File: src/hw/tag_pkg.sv
package tag_pkg;

  //////////////////////////////////////////////////
  // Serial tag protocol

  localparam int tag_id_width      = 2;
  localparam int tag_payload_width = 8;

  // Start bit, node id, payload
  localparam int tag_packet_len = 1 + tag_id_width + tag_payload_width;

  //////////////////////////////////////////////////
  // Node map

  localparam logic [tag_id_width-1:0] node_ctrl_id    = 2'd0;
  localparam logic [tag_id_width-1:0] node_io_ds_id   = 2'd1;
  localparam logic [tag_id_width-1:0] node_core_ds_id = 2'd2;

  // One decoded packet, valid for a single cycle
  typedef struct packed {
    logic                         valid;
    logic [tag_id_width-1:0]      id;
    logic [tag_payload_width-1:0] payload;
  } tag_msg_s;

endpackage
File: src/hw/replay_pkg.sv
package replay_pkg;

  //////////////////////////////////////////////////
  // Boot trace format

  localparam int rom_addr_width   = 4;
  localparam int replay_arg_width = 8;

  typedef enum logic [1:0] {
    op_send   = 2'd0,
    op_wait   = 2'd1,
    op_finish = 2'd2
  } replay_op_e;

  // arg is the payload for a send, the idle cycle count for a wait
  typedef struct packed {
    replay_op_e                        op;
    logic [tag_pkg::tag_id_width-1:0]  node_id;
    logic [replay_arg_width-1:0]       arg;
  } replay_entry_s;

  //////////////////////////////////////////////////
  // Client payloads

  typedef struct packed {
    logic [2:0] mon_sel;
    logic       output_disable;
  } ctrl_cfg_s;

  typedef logic [7:0] ds_ratio_t;

endpackage

File: src/hw/gateway_cfg_top.sv
module gateway_cfg_top #(
  parameter replay_pkg::ds_ratio_t slow_ratio = 8'd15
) (
  input  logic       clk,
  input  logic       arst_n_i,
  output logic       tag_data_o,
  output logic       done_o,
  output logic       output_disable_o,
  output logic [2:0] mon_sel_o,
  output logic       io_clk_o,
  output logic       core_clk_o
);

  import tag_pkg::*;
  import replay_pkg::*;

  logic [rom_addr_width-1:0] rom_addr;
  replay_entry_s             rom_entry;
  tag_msg_s                  tag_msg;
  ctrl_cfg_s                 ctrl_cfg_r;
  ds_ratio_t                 io_ds_r;
  ds_ratio_t                 core_ds_r;
  ds_ratio_t                 io_ratio;
  ds_ratio_t                 core_ratio;

  //////////////////////////////////////////////////
  // Trace replay

  tag_trace_rom tag_trace_rom_inst (
    .addr_i  (rom_addr),
    .entry_o (rom_entry)
  );

  tag_trace_replay tag_trace_replay_inst (
    .clk        (clk),
    .arst_n_i   (arst_n_i),
    .rom_addr_o (rom_addr),
    .entry_i    (rom_entry),
    .tag_data_o (tag_data_o),
    .done_o     (done_o)
  );

  //////////////////////////////////////////////////
  // Tag master and clients

  tag_master tag_master_inst (
    .clk        (clk),
    .arst_n_i   (arst_n_i),
    .tag_data_i (tag_data_o),
    .msg_o      (tag_msg)
  );

  tag_client #(.payload_t(ctrl_cfg_s), .node_id(node_ctrl_id)) ctrl_client_inst (
    .clk      (clk),
    .arst_n_i (arst_n_i),
    .msg_i    (tag_msg),
    .data_r_o (ctrl_cfg_r)
  );

  tag_client #(.payload_t(ds_ratio_t), .node_id(node_io_ds_id)) io_ds_client_inst (
    .clk      (clk),
    .arst_n_i (arst_n_i),
    .msg_i    (tag_msg),
    .data_r_o (io_ds_r)
  );

  tag_client #(.payload_t(ds_ratio_t), .node_id(node_core_ds_id)) core_ds_client_inst (
    .clk      (clk),
    .arst_n_i (arst_n_i),
    .msg_i    (tag_msg),
    .data_r_o (core_ds_r)
  );

  assign output_disable_o = ctrl_cfg_r.output_disable;
  assign mon_sel_o        = ctrl_cfg_r.mon_sel;

  //////////////////////////////////////////////////
  // Divided clocks

  // Slow ratio while programming, programmed ratio after done
  assign io_ratio   = done_o ? io_ds_r : slow_ratio;
  assign core_ratio = done_o ? core_ds_r : slow_ratio;

  clock_downsample #(.slow_ratio(slow_ratio)) io_ds_inst (
    .clk      (clk),
    .arst_n_i (arst_n_i),
    .ratio_i  (io_ratio),
    .clk_r_o  (io_clk_o)
  );

  clock_downsample #(.slow_ratio(slow_ratio)) core_ds_inst (
    .clk      (clk),
    .arst_n_i (arst_n_i),
    .ratio_i  (core_ratio),
    .clk_r_o  (core_clk_o)
  );

endmodule

File: src/hw/clock_downsample.sv
module clock_downsample #(
  parameter replay_pkg::ds_ratio_t slow_ratio = 8'd15
) (
  input  logic                  clk,
  input  logic                  arst_n_i,
  input  replay_pkg::ds_ratio_t ratio_i,
  output logic                  clk_r_o
);

  import replay_pkg::*;

  ds_ratio_t cnt_r;
  ds_ratio_t ratio_r;

  //////////////////////////////////////////////////
  // Half-period counter
  //
  // Output toggles every ratio+1 cycles. The ratio is
  // sampled only at a toggle so a new value never cuts
  // a phase short.

  always_ff @(posedge clk or negedge arst_n_i) begin
    if (!arst_n_i) begin
      cnt_r   <= '0;
      ratio_r <= slow_ratio;
      clk_r_o <= 1'b0;
    end else begin
      if (cnt_r == ratio_r) begin
        cnt_r   <= '0;
        ratio_r <= ratio_i;
        clk_r_o <= ~clk_r_o;
      end else begin
        cnt_r <= cnt_r + 1'b1;
      end
    end
  end

endmodule

File: src/hw/tag_client.sv
module tag_client #(
  parameter type                              payload_t = logic [7:0],
  parameter logic [tag_pkg::tag_id_width-1:0] node_id   = '0
) (
  input  logic              clk,
  input  logic              arst_n_i,
  input  tag_pkg::tag_msg_s msg_i,
  output payload_t          data_r_o
);

  localparam int payload_bits = $bits(payload_t);

  logic hit;

  // Every message reaches every client, the id picks the owner
  assign hit = msg_i.valid && (msg_i.id == node_id);

  always_ff @(posedge clk or negedge arst_n_i) begin
    if (!arst_n_i) begin
      data_r_o <= '0;
    end else if (hit) begin
      // Low bits of the payload only
      data_r_o <= payload_t'(msg_i.payload[payload_bits-1:0]);
    end
  end

endmodule

File: src/hw/tag_master.sv
module tag_master (
  input  logic              clk,
  input  logic              arst_n_i,
  input  logic              tag_data_i,
  output tag_pkg::tag_msg_s msg_o
);

  import tag_pkg::*;

  // Bits that follow the start bit
  localparam int body_bits = tag_packet_len - 1;

  logic                         busy_r;
  logic [3:0]                   bit_cnt_r;
  logic                         last_bit;
  logic [body_bits-1:0]         shift_r;
  logic [body_bits-1:0]         shift_next;
  logic                         valid_r;
  logic [tag_id_width-1:0]      id_r;
  logic [tag_payload_width-1:0] payload_r;

  assign shift_next = {shift_r[body_bits-2:0], tag_data_i};
  assign last_bit   = busy_r && (bit_cnt_r == 4'(body_bits - 1));

  //////////////////////////////////////////////////
  // Start detection and bit count

  always_ff @(posedge clk or negedge arst_n_i) begin
    if (!arst_n_i) begin
      busy_r    <= 1'b0;
      bit_cnt_r <= '0;
      valid_r   <= 1'b0;
    end else begin
      valid_r <= last_bit;
      if (!busy_r) begin
        // Idle zeros are ignored
        if (tag_data_i) begin
          busy_r    <= 1'b1;
          bit_cnt_r <= '0;
        end
      end else begin
        bit_cnt_r <= bit_cnt_r + 1'b1;
        if (last_bit) begin
          busy_r <= 1'b0;
        end
      end
    end
  end

  // Deserializer and message fields
  always_ff @(posedge clk) begin
    if (busy_r) begin
      shift_r <= shift_next;
    end
    if (last_bit) begin
      id_r      <= shift_next[body_bits-1 -: tag_id_width];
      payload_r <= shift_next[tag_payload_width-1:0];
    end
  end

  assign msg_o = '{valid: valid_r, id: id_r, payload: payload_r};

endmodule

File: src/hw/tag_trace_replay.sv
module tag_trace_replay (
  input  logic                                  clk,
  input  logic                                  arst_n_i,
  output logic [replay_pkg::rom_addr_width-1:0] rom_addr_o,
  input  replay_pkg::replay_entry_s             entry_i,
  output logic                                  tag_data_o,
  output logic                                  done_o
);

  import tag_pkg::*;
  import replay_pkg::*;

  typedef enum logic [1:0] {
    st_fetch,
    st_shift,
    st_wait,
    st_finished
  } state_e;

  state_e                        state_r;
  logic [rom_addr_width-1:0]     addr_r;
  logic [tag_packet_len-1:0]     shift_r;
  logic [replay_arg_width-1:0]   cnt_r;

  //////////////////////////////////////////////////
  // Trace sequencer

  always_ff @(posedge clk or negedge arst_n_i) begin
    if (!arst_n_i) begin
      state_r <= st_fetch;
      addr_r  <= '0;
      shift_r <= '0;
      cnt_r   <= '0;
    end else begin
      case (state_r)
        st_fetch: begin
          case (entry_i.op)
            op_send: begin
              shift_r <= {1'b1, entry_i.node_id, entry_i.arg};
              cnt_r   <= replay_arg_width'(tag_packet_len - 1);
              state_r <= st_shift;
            end
            op_wait: begin
              // A zero wait just moves on
              if (entry_i.arg == '0) begin
                addr_r <= addr_r + 1'b1;
              end else begin
                cnt_r   <= entry_i.arg - 1'b1;
                state_r <= st_wait;
              end
            end
            default: begin
              state_r <= st_finished;
            end
          endcase
        end
        st_shift: begin
          // Zeros shift in behind the packet, so the line idles low
          shift_r <= shift_r << 1;
          if (cnt_r == '0) begin
            addr_r  <= addr_r + 1'b1;
            state_r <= st_fetch;
          end else begin
            cnt_r <= cnt_r - 1'b1;
          end
        end
        st_wait: begin
          if (cnt_r == '0) begin
            addr_r  <= addr_r + 1'b1;
            state_r <= st_fetch;
          end else begin
            cnt_r <= cnt_r - 1'b1;
          end
        end
        default: begin
          state_r <= st_finished;
        end
      endcase
    end
  end

  assign rom_addr_o = addr_r;
  assign tag_data_o = shift_r[tag_packet_len-1];
  assign done_o     = (state_r == st_finished);

endmodule

File: src/hw/tag_trace_rom.sv
module tag_trace_rom (
  input  logic [replay_pkg::rom_addr_width-1:0] addr_i,
  output replay_pkg::replay_entry_s             entry_o
);

  import tag_pkg::*;
  import replay_pkg::*;

  // Boot trace, everything past the last entry reads as finish
  always_comb begin
    entry_o = '{op: op_finish, node_id: '0, arg: '0};
    case (addr_i)
      4'd0: begin
        // io clock ratio
        entry_o = '{op: op_send, node_id: node_io_ds_id, arg: 8'd2};
      end
      4'd1: begin
        entry_o = '{op: op_wait, node_id: '0, arg: 8'd20};
      end
      4'd2: begin
        // core clock ratio
        entry_o = '{op: op_send, node_id: node_core_ds_id, arg: 8'd4};
      end
      4'd3: begin
        // Outputs disabled, monitor select 5
        entry_o = '{op: op_send, node_id: node_ctrl_id, arg: 8'h0b};
      end
      4'd4: begin
        entry_o = '{op: op_wait, node_id: '0, arg: 8'd5};
      end
      4'd5: begin
        // Outputs enabled, monitor select 3
        entry_o = '{op: op_send, node_id: node_ctrl_id, arg: 8'h06};
      end
      default: begin
        entry_o = '{op: op_finish, node_id: '0, arg: '0};
      end
    endcase
  end

endmodule

File: config.mk
export PLATFORM = sky130hd
export DESIGN_NAME = gateway_cfg_top
export DESIGN_NICKNAME = d
export VERILOG_FILES = /design/src/hw/tag_pkg.sv /design/src/hw/replay_pkg.sv /design/src/hw/gateway_cfg_top.sv /design/src/hw/clock_downsample.sv /design/src/hw/tag_client.sv /design/src/hw/tag_master.sv /design/src/hw/tag_trace_replay.sv /design/src/hw/tag_trace_rom.sv
export SDC_FILE = /design/constraint.sdc
export NUM_CORES = 1
export LEC_CHECK = 0
export BUFFER_PORTS_ARGS = -buffer_cell sky130_fd_sc_hd__buf_4
export CAP_MARGIN = 20
export CORE_ASPECT_RATIO = 0.5
export CORE_UTILIZATION = 62
export CTS_CLUSTER_DIAMETER = 50
export DETAILED_ROUTE_END_ITERATION = 10
export PLACE_DENSITY = 0.79
export SYNTH_ARGS = -nofsm -noshare
export SYNTH_HDL_FRONTEND = slang
export SYNTH_SLANG_ARGS = --single-unit
export TNS_END_PERCENT = 20
File: constraint.sdc
create_clock -name clk -period 2.75 [get_ports clk]
set_input_delay 0.4125 -clock clk [delete_from_list [all_inputs] [get_ports clk]]
set_output_delay 0.4125 -clock clk [all_outputs]
set_load 0.01 [all_outputs]
# == After elaboration in Yosys (flattened, before gate mapping) ==
# Cells that the tools add are included.
# W data, S select, Z words.
# word_totals
regBits,104
inputBits,2
output_inout_bits,8
word_cells,91
# op_classes
addsub,6
eq_ne,21
mux,24
bitwise,2
n_reduce_logical,18
# ops
operator,count
$pmux W12 S6,1
$mux W8,6
$pmux W8 S2,2
$pmux W11 S2,1
$mux W4,5
$add A8 B1 Y8 const B,2
$eq A8 B8 Y1,2
$logic_not A8 Y1,2
$sub A8 B1 Y8 const B,2
$mux W11,1
$add A4 B1 Y4 const B,2
$eq A4 B2 Y1 const B,2
$eq A4 B3 Y1 const B,2
$pmux W2 S2,2
$pmux W4 S2,1
$reduce_and A4 Y1,2
$eq A2 B1 Y1 const B,3
$eq A2 B2 Y1 const B,3
$logic_not A2 Y1,3
$ne A2 B2 Y1 const B,3
$ne A3 B3 Y1 const B,2
$reduce_bool A2 Y1,3
$eq A4 B1 Y1 const B,1
$eq A4 B4 Y1 const B,1
8 further kinds,17

# == Logic depth before layout (Yosys ltp) ==
# Gate-level depths: netlist of run 1.
# logic_depth
depth_word,6
mapped_depth,8
depth_no_buf,8

# == Hierarchy ==
# From an unflattened synthesis of run 1, not the netlist that was laid out.
# hier_totals
cells_unflattened,406
hier_area_um2,4988.5
# by_module_without_submodules
module,instances,cells_each,area_per_inst_um2,seq_area_each_um2
clock_downsample,2,59,768.2,430.4
tag_trace_replay,1,159,1515.2,625.6
tag_master,1,45,842.1,720.7
tag_client at core_ds_client_inst ...,2,17,310.3,200.2
tag_trace_rom,1,24,198.9,0.0
tag_client at ctrl_client_inst,1,9,163.9,100.1
gateway_cfg_top,1,17,111.4,0.0

# == Least setup slack after synthesis of run 1 ==
# No wires, ideal clock.
# synth_timing
path_type,register to register
startpoint,register tag_trace_replay_inst.cnt_r[0]
endpoint,"register tag_trace_replay_inst.addr_r[1], in the netlist tag_trace_replay_inst.rom_addr_o[1]"
setup_ns,0.125
arrival_time_ns,1.810
required_time_ns,2.625
slack_ns,0.815
stages_incl_launch_ff,6
path_buffers,0
synth_period_minus_slack_ns,1.935
path_cell_list,dfrtp_1 -> inv_1 -> ha_1 -> or4b_1 -> or4_4 -> mux2_4
# synth_via
elab_chain_len,3
# synth_rtl
item,line,text
start: declaration,tag_trace_replay.sv:23,logic [replay_arg_width-1:0] cnt_r;
start signal: assignment,tag_trace_replay.sv:40,cnt_r <= replay_arg_width'(tag_packet_len - 1);
start signal: assignment,tag_trace_replay.sv:48,cnt_r <= entry_i.arg - 1'b1;
start signal: assignment,tag_trace_replay.sv:64,cnt_r <= cnt_r - 1'b1;
$logic_not A8 Y1,"tag_trace_replay.sv:60, tag_trace_replay.sv:68",
$ne A2 B1 Y1 (no line),n/a,
$reduce_and A4 Y1 (no line),n/a,
end signal: assignment,tag_trace_replay.sv:46,addr_r <= addr_r + 1'b1;
end signal: assignment,tag_trace_replay.sv:61,addr_r <= addr_r + 1'b1;
end signal: assignment,tag_trace_replay.sv:69,addr_r <= addr_r + 1'b1;
end: declaration,tag_trace_replay.sv:21,logic [rom_addr_width-1:0] addr_r;
# No other way between the ends.
# A chain may end at the register's enable or synchronous reset.

# == Final worst setup path of run 1 ==
# layout_timing
startpoint,"register tag_trace_replay_inst.addr_r[0], in the netlist tag_trace_replay_inst.rom_addr_o[0]"
endpoint,register tag_trace_replay_inst.shift_r[1]
# layout_via
elab_chain_len,5
elab_cells_between_ends,12
cone_classes,6 x eq/ne; 3 x mux; 3 x reduce/logical
# layout_rtl
item,line,text
$eq A4 B3 Y1 (tied with other cells),tag_trace_rom.sv:12,case (addr_i)
$pmux W12 S6 (*),tag_trace_rom.sv:12,
$logic_not A2 Y1,tag_trace_replay.sv:37,case (entry_i.op)
$ne A2 B2 Y1 (no line),n/a,
$reduce_and A2 Y1 (no line),n/a,
end signal: assignment,tag_trace_replay.sv:39,"shift_r <= {1'b1, entry_i.node_id, entry_i.arg};"
end signal: assignment,tag_trace_replay.sv:59,shift_r <= shift_r << 1;
end: declaration,tag_trace_replay.sv:22,logic [tag_packet_len-1:0] shift_r;
# Every way passes the cells marked *; elsewhere a longest branch is shown, timed or not. The select of a mux whose other input is x is not followed.

==> impl_summary.txt, run 1 <==
----------------------------------------------------
[Die]
  Die Height ... 64.4 um
  Die area ... 8170 sq um
  Placeable core region ... 7430 sq um
  Number of top-level pins ... 10
  Die boundary width ... 127 um
  Initial cell density of the core ... 65.0%
  Std-Cell Rows ... 22

[Routing]
  Highest layer used for signal routing ... met4
  Drt drc ... 0
  Remaining number of nets flagged by the antenna check after routing ... 0
  Initial DRT Pass Iterations ... 4
  Total length of routed met3 wires ... 248 um
  Routed wl met2 ... 4500 um
  Metal-1 WL ... 3920 um
  Detail-routed via count per cell ... 6.01
  Via count ... 3131
  Detailed router's first-iteration violation count ... 168
  Wirelength, routed ... 8810 um
  Routed length per placed instance ... 16.9 um

[Worst setup path]
  Reg-to-reg critical path endpoint ... tag_trace_replay_inst.shift_r[1]
  Crit path capture type ... flop
  Setup slack of the most critical reg-to-reg path ... 0.52 ns
  Type of the worst setup path ... flop to flop
  Required time of the critical path ... 2.97 ns
  Worst r2r src ... tag_trace_replay_inst.rom_addr_o[0]
  Worst Reg2Reg Path Length in Cells ... 6
  Peak fanout along the critical path ... 8
  Crit path arrival time ... 2.44 ns
  CP Launch Type ... flop

[Global routing]
  Overflow left after global routing ... 0
  Global-route wire length before repair ... 14900 um
  Maximum number of pins on one net before global-route repair ... 86
  Number of antenna violations at the first check in global routing ... 0
  Via count of the first global-routing pass ... 3098
  GRT Resource Usage Total ... 23.8%

[STA]
  Max transition margin ... 54.7%
  Post-layout minimum cycle time ... 2.23 ns
  Slew Viols, Final ... 0
  Max frequency ... 449 MHz
  Final total negative setup slack ... 0 ns
  Number of endpoints with negative hold slack in the final report ... 0
  Worst slew pin tran ... 0.677 ns
  Minimum hold slack ... 0.459 ns
  Crit share post-route ... 81.0%
  Setup repair after global routing missed its margin ... no
  Clock tree skew after final layout ... 0.00717 ns
  Final count of negative-setup-slack endpoints ... 0

[Hold path]
  Number of instances on the worst hold path ... 0
  Worst min-delay path category ... flop to flop
  HP Start ... tag_master_inst.shift_r[3]
  End point of the worst hold path ... tag_master_inst.shift_r[4]

[Yosys]
  Largest area contributor in the synthesized netlist ... sky130_fd_sc_hd__dfrtp_1
  Post-Syn Area ... 4830 sq um
  Synthesized net count ... 419
  Post-synthesis async set-or-reset flop share ... 81.7%
  Total number of yosys warnings ... 0
  Average cell area after synthesis ... 12.0 sq um
  Fraction of the yosys area taken by sequential cells ... 56.1%
  Post-synth EDFFs ... 19
  Seq cells post-synth ... 104
  Fraction of synthesized cell area taken by the top area cell type ... 39.9%
  Synth area leaders ... sky130_fd_sc_hd__dfrtp_1 (40%), sky130_fd_sc_hd__edfxtp_1 (12%), sky130_fd_sc_hd__mux2_2 (7.9%)
  Most common flop cell mapped by yosys ... sky130_fd_sc_hd__dfrtp_1
  Instance count of the mapped netlist ... 402
  Unique cell type count in the Yosys netlist ... 57

[Layout]
  Ant. Diodes ... 0
  Final net count ... 437
  Most common library cell in the layout ignoring fill and taps ... sky130_fd_sc_hd__dfrtp_1
  FF+latch area ... 2710 sq um
  Proportion of layout cells with a drive suffix above 1 ... 18.1%
  Signed area change from the synthesized netlist to the final layout ... 10.6%
  Combined area of the multi-input logic cells ... 2030 sq um
  Commonest cells after routing, fill and taps aside ... sky130_fd_sc_hd__dfrtp_1 (77), sky130_fd_sc_hd__mux2_2 (34), sky130_fd_sc_hd__nor2_1 (33)
  Fill cell instance count of the final layout ... 525
  Final standard cell utilization of the core ... 71.9%

[CTS]
  Number of clock buffers inserted by TritonCTS ... 9
  Longest Clk Path Bufs ... 2
  Post-CTS Setup Bufs ... 0
  H-tree level count ... 3
  Clock latency on the worst-skew pair ... 0.33 ns
  Clock-pin slew of the registers on the worst-case setup and hold paths ... 0.07 ns
  Clock tree from TritonCTS ... done
  Cell at the root of the clock tree ... sky130_fd_sc_hd__clkbuf_16
  TritonCTS sink count ... 104

[Placed design]
  Port Buffer Count ... 9
  Placer Congestion ... 0.880
  HPWL reported at the end of detailed placement ... 6030 um

[Pwr]
  Leakage power ... 2.38 nW
  Power per standard cell area ... 527 nW/um^2
  Worst VDD drop ... 0.000324 V

[Flow run]
  Max-capacitance violation count ... 0

[Outcome]
  Outcome ... completed

----------------------------------------------------
[layout make-up]
class	instances	share of cell area, %
Tap cell	96	2.25
Timing Repair Buffer	15	2.53
Clock inverter	5	1.08
Multi-Input combinational cell	275	38.0
Clock buffer	11	4.36
Inverter	15	1.05
Sequential cell	104	50.7
[timing repair]
action | in CTS | in global routing
endpoints found under the hold margin | 0 | 13
hold buffers | 0 | 1
gates resized for setup | 0 | 0
[metal layers]
layer	track usage (%)	vias to the layer above
li1	-	1492
met1	28.8	1566
met3	5.86	18
met4	8.78	0
met5	0	-
met2	41.8	55
[how the worst max path moves through the flow]
stage                                         from                                   to  slack, ns  depth (start not counted)
5_1_grt        tag_trace_replay_inst.rom_addr_o[0]     tag_trace_replay_inst.shift_r[2]       0.34                          6
2_1_floorplan       tag_trace_replay_inst.cnt_r[0]  tag_trace_replay_inst.rom_addr_o[1]       0.81                          5
6_report       tag_trace_replay_inst.rom_addr_o[0]     tag_trace_replay_inst.shift_r[1]       0.52                          6
4_1_cts        tag_trace_replay_inst.rom_addr_o[0]     tag_trace_replay_inst.shift_r[1]       0.53                          6
3_5_place_dp   tag_trace_replay_inst.rom_addr_o[0]     tag_trace_replay_inst.shift_r[1]       0.57                          6
3_3_place_gp      tag_trace_replay_inst.state_r[0]  tag_trace_replay_inst.rom_addr_o[1]       0.66                          5
[worst max-delay path, cell delays in order, from the launching register on]
cell,delay [ns]
sky130_fd_sc_hd__dfrtp_1,0.44
sky130_fd_sc_hd__inv_1,0.11
sky130_fd_sc_hd__ha_1,0.29
sky130_fd_sc_hd__nor3_1,0.09
sky130_fd_sc_hd__o311ai_0,0.40
sky130_fd_sc_hd__o211ai_1,0.39
sky130_fd_sc_hd__mux2_2,0.39
[power by group]
part	internal [mW]	switching (mW)	total (mW)
logic	0.00595	0.0230	0.0290
clock network	0.706	0.515	1.22
registers	1.56	0	1.56
total	2.28	0.538	2.81
[registers in the layout, summed over array words and instances, names as in the netlist]
signal                            cells
io_ds_inst.ratio_r                    8
tag_master_inst.valid_r               1
io_ds_inst.cnt_r                      8
tag_trace_replay_inst.cnt_r           8
core_ds_inst.clk_r_o                  1
tag_trace_replay_inst.rom_addr_o      4
io_ds_inst.clk_r_o                    1
core_ds_inst.cnt_r                    8
core_ds_client_inst.data_r_o          8
core_ds_inst.ratio_r                  8
tag_master_inst.id_r                  2
tag_trace_replay_inst.state_r         2
io_ds_client_inst.data_r_o            8
tag_master_inst.payload_r             8
tag_master_inst.bit_cnt_r             4
tag_master_inst.shift_r               9
ctrl_client_inst.data_r_o             4
tag_trace_replay_inst.shift_r        11
tag_master_inst.busy_r                1
[synth_stat cells, drive strengths merged (11+ instances only)]
cell type and number:
dfrtp 77, nand3 15, nor2 33, xnor2 20, mux2 35, xor2 14, nand2 18, o21ai 17
edfxtp 19, inv 14, ha 15, o31ai 11
[metrics by stage]
| step | instance area, sq um | std cells | setup slack, ns | total power, mW |
|---|---|---|---|---|
| 3_3_place_gp | 5010 | 503 | 0.657 | 1.62 |
| 5_1_grt | 5340 | 521 | 0.343 | 2.91 |
| 6_report | 5340 | 521 | 0.524 | 2.81 |
| 2_1_floorplan | 4830 | 402 | 0.815 | 1.59 |
| 4_1_cts | 5300 | 519 | 0.532 | 2.83 |
| 3_5_place_dp | 5010 | 503 | 0.567 | 1.62 |
[kinds of logic (layout without fill, tap and decap cells)]
kind of cell,Yosys count,in the layout,share of synthesized area (%)
AND/OR/NAND/NOR,116,116,12.4
flip-flops,104,104,56.1
AO/OA/AOI/OAI,72,72,10.8
multiplexers,38,38,8.86
XOR/XNOR,34,34,6.17
buffers and inverters,23,46,1.84
adder cells (fa/ha/maj),15,15,3.89
(Power assumes the default switching activity.)
==> run 2, diff against run 1 <==
==> constraint.sdc (replaced) <==
create_clock -name clk -period 2.2 [get_ports clk]
set_input_delay 0.33 -clock clk [delete_from_list [all_inputs] [get_ports clk]]
set_output_delay 0.33 -clock clk [all_outputs]
set_load 0.01 [all_outputs]
==> impl_summary.txt, run 2 (synthesis results as in run 1) <==
----------------------------------------------------
[Layout]
  Layout Cell Area excl Fill ... 5400 sq um
  Commonest cells after routing, fill and taps aside ... sky130_fd_sc_hd__dfrtp_1 (77), sky130_fd_sc_hd__mux2_2 (34), sky130_fd_sc_hd__nor2_1 (33)
  Signed area change from the synthesized netlist to the final layout ... 11.9%
  Proportion of layout cells with a drive suffix above 1 ... 20.2%
  Largest regs ... tag_trace_replay_inst.shift_r x11, tag_master_inst.shift_r x9
  Register name with the most flops ... tag_trace_replay_inst.shift_r
  Ant. Diodes ... 0
  Final net count ... 447
  Most common library cell in the layout ignoring fill and taps ... sky130_fd_sc_hd__dfrtp_1
  Number of standard cells in the final layout excluding fillers ... 531
  Max reg flops ... 11

[CTS]
  Number of clock buffers inserted by TritonCTS ... 9
  Clock latency on the worst-skew pair ... 0.34 ns
  Clock-pin slew of the registers on the worst-case setup and hold paths ... 0.07 ns
  Longest Clk Path Bufs ... 2
  H-tree level count ... 3
  Cell at the root of the clock tree ... sky130_fd_sc_hd__clkbuf_16
  TritonCTS sink count ... 104
  Clock tree from TritonCTS ... done

[Worst setup path]
  Critical path depth ... 5
  First element of the critical path ... tag_trace_replay_inst.cnt_r[0]
  End point of the critical path ... tag_trace_replay_inst.rom_addr_o[1]
  Setup slack of the most critical reg-to-reg path ... 0.13 ns
  Type of the worst setup path ... flop to flop
  Worst Reg2Reg Path Length in Cells ... 5
  CP top delay family ... simple AND/OR/NAND/NOR gates
  Cell with the largest stage delay on the worst path ... sky130_fd_sc_hd__or4b_1
  Crit-path cells ... inv_1 > ha_1 > or4b_1 > or4_4 > mux2_4
  Reg-to-reg critical path endpoint ... tag_trace_replay_inst.rom_addr_o[1]
  CP Launch Type ... flop
  Peak fanout along the critical path ... 4
  Required time of the critical path ... 2.43 ns
  Worst r2r src ... tag_trace_replay_inst.cnt_r[0]
  Crit path capture type ... flop
  CP peak stage delay ... 0.47 ns
  Crit path arrival time ... 2.31 ns
  Crit path buf inv count ... 1

[Die]
  Initial cell density of the core ... 65.0%
  Die Height ... 64.4 um
  Number of top-level pins ... 10
  Placeable core region ... 7430 sq um
  Die area ... 8170 sq um
  Die boundary width ... 127 um
  Std-Cell Rows ... 22

[Pwr]
  Worst VDD drop ... 0.000422 V
  Leakage power ... 2.42 nW
  Power, Total ... 3.50 mW
  Power per standard cell area ... 647 nW/um^2

[Global routing]
  GRT Resource Usage Total ... 25.3%
  Maximum number of pins on one net before global-route repair ... 44
  Overflow left after global routing ... 0
  Global-route wire length before repair ... 15700 um
  Via count of the first global-routing pass ... 3236
  Number of antenna violations at the first check in global routing ... 0

[Placed design]
  HPWL reported at the end of detailed placement ... 6080 um
  Total placed cells including tap cells ... 513
  Placer Congestion ... 0.957
  Port Buffer Count ... 9
  Worst Setup Slack post-DPL ... 0.0513 ns
  Total cell area at the placement stage ... 5100 sq um

[STA]
  Slew Viols, Final ... 0
  Final total negative setup slack ... 0 ns
  Number of endpoints with negative hold slack in the final report ... 0
  Crit share post-route ... 94.2%
  Worst Slack Setup Final ... 0.127 ns
  Clock tree skew after final layout ... 0.00335 ns
  Post-layout minimum cycle time ... 2.07 ns
  Final count of negative-setup-slack endpoints ... 0
  Worst slew pin tran ... 0.665 ns
  Max transition margin ... 55.6%
  Max frequency ... 483 MHz
  Setup repair after global routing missed its margin ... no

[Hold path]
  Worst min-delay path category ... flop to flop

[Routing]
  Via count ... 3186
  Detail-routed via count per cell ... 6.00
  Detailed router's first-iteration violation count ... 274
  Routed length per placed instance ... 17.0 um
  Initial DRT Pass Iterations ... 4
  Wirelength, routed ... 9000 um
  Drt drc ... 0
  Remaining number of nets flagged by the antenna check after routing ... 0

[Outcome]
  Outcome ... completed

[Flow run]
  Max-capacitance violation count ... 0

----------------------------------------------------
==> run 2: cell count changes in the layout (fill, tap and decap cells not counted) <==
cell                         delta
sky130_fd_sc_hd__buf_4         +10
sky130_fd_sc_hd__clkbuf_8       +2
sky130_fd_sc_hd__clkinvlp_4     +2
sky130_fd_sc_hd__buf_12         +1
sky130_fd_sc_hd__buf_16         -1
sky130_fd_sc_hd__bufinv_16      -1
sky130_fd_sc_hd__clkbuf_1       -1
sky130_fd_sc_hd__clkinv_2       -1
sky130_fd_sc_hd__clkinv_4       -1
sky130_fd_sc_hd__o311ai_0       -1
sky130_fd_sc_hd__o311ai_1       +1
==> run 2: timing repair <==
item | 4_1_cts | 5_1_grt
resized for setup | 0 | 1
endpoints found under the hold margin | 34 | 0
hold buffers | 1 | 0
setup endpoints to repair | 0 | 10
buffers inserted | 0 | 1
==> run 2: metrics by stage <==
stage          util (%)  hold slack, ns
2_1_floorplan         -          0.0344
3_3_place_gp       68.6           0.340
3_5_place_dp       68.6           0.348
4_1_cts            72.6           0.445
5_1_grt            72.7           0.448
6_report           72.7           0.442
==> run 2: final cells by class <==
class                   instances  area (sq um)
flip-flops and latches        104          2710
multi-input cells             275          2030
fillers                       491          2030
clock buffers                  12           256
repair buffers                 25           203
well taps                      96           120
inverters                      15          56.3
clock inverters                 4          28.8
==> run 2: routing by layer <==
metal | share of wire, % | global-route usage, %
met5 | 0 | 0
met4 | 1.2 | 5.95
met3 | 3.9 | 7.79
met2 | 51 | 43.9
met1 | 44 | 31.2
==> run 2: power breakdown <==
| part | internal (mW) | total [mW] | switching (mW) |
|---|---|---|---|
| combinational | 0.00595 | 0.0355 | 0.0296 |
| clock | 0.829 | 1.51 | 0.676 |
| sequential | 1.95 | 1.95 | 0 |
==> run 2: worst reg2reg max path: stages (launching register included) <==
cell                      delay (ns)
sky130_fd_sc_hd__dfrtp_1        0.41
sky130_fd_sc_hd__inv_1          0.12
sky130_fd_sc_hd__ha_1           0.17
sky130_fd_sc_hd__or4b_1         0.47
sky130_fd_sc_hd__or4_4          0.47
sky130_fd_sc_hd__mux2_4         0.32
==> run 2: worst min-delay path by stage <==
| stage | from | to | slack (ns) | cells past startpoint |
|---|---|---|---|---|
| 2_1_floorplan | arst_n_i | core_ds_client_inst.data_r_o[0] | 0.03 | 0 |
| 3_3_place_gp | arst_n_i | core_ds_inst.cnt_r[5] | 0.34 | 1 |
| 3_5_place_dp | arst_n_i | core_ds_inst.cnt_r[7] | 0.35 | 1 |
| 4_1_cts | tag_master_inst.shift_r[2] | tag_master_inst.payload_r[3] | 0.45 | 0 |
| 5_1_grt | tag_master_inst.shift_r[2] | tag_master_inst.shift_r[3] | 0.45 | 0 |
| 6_report | tag_master_inst.shift_r[8] | tag_master_inst.id_r[1] | 0.44 | 0 |
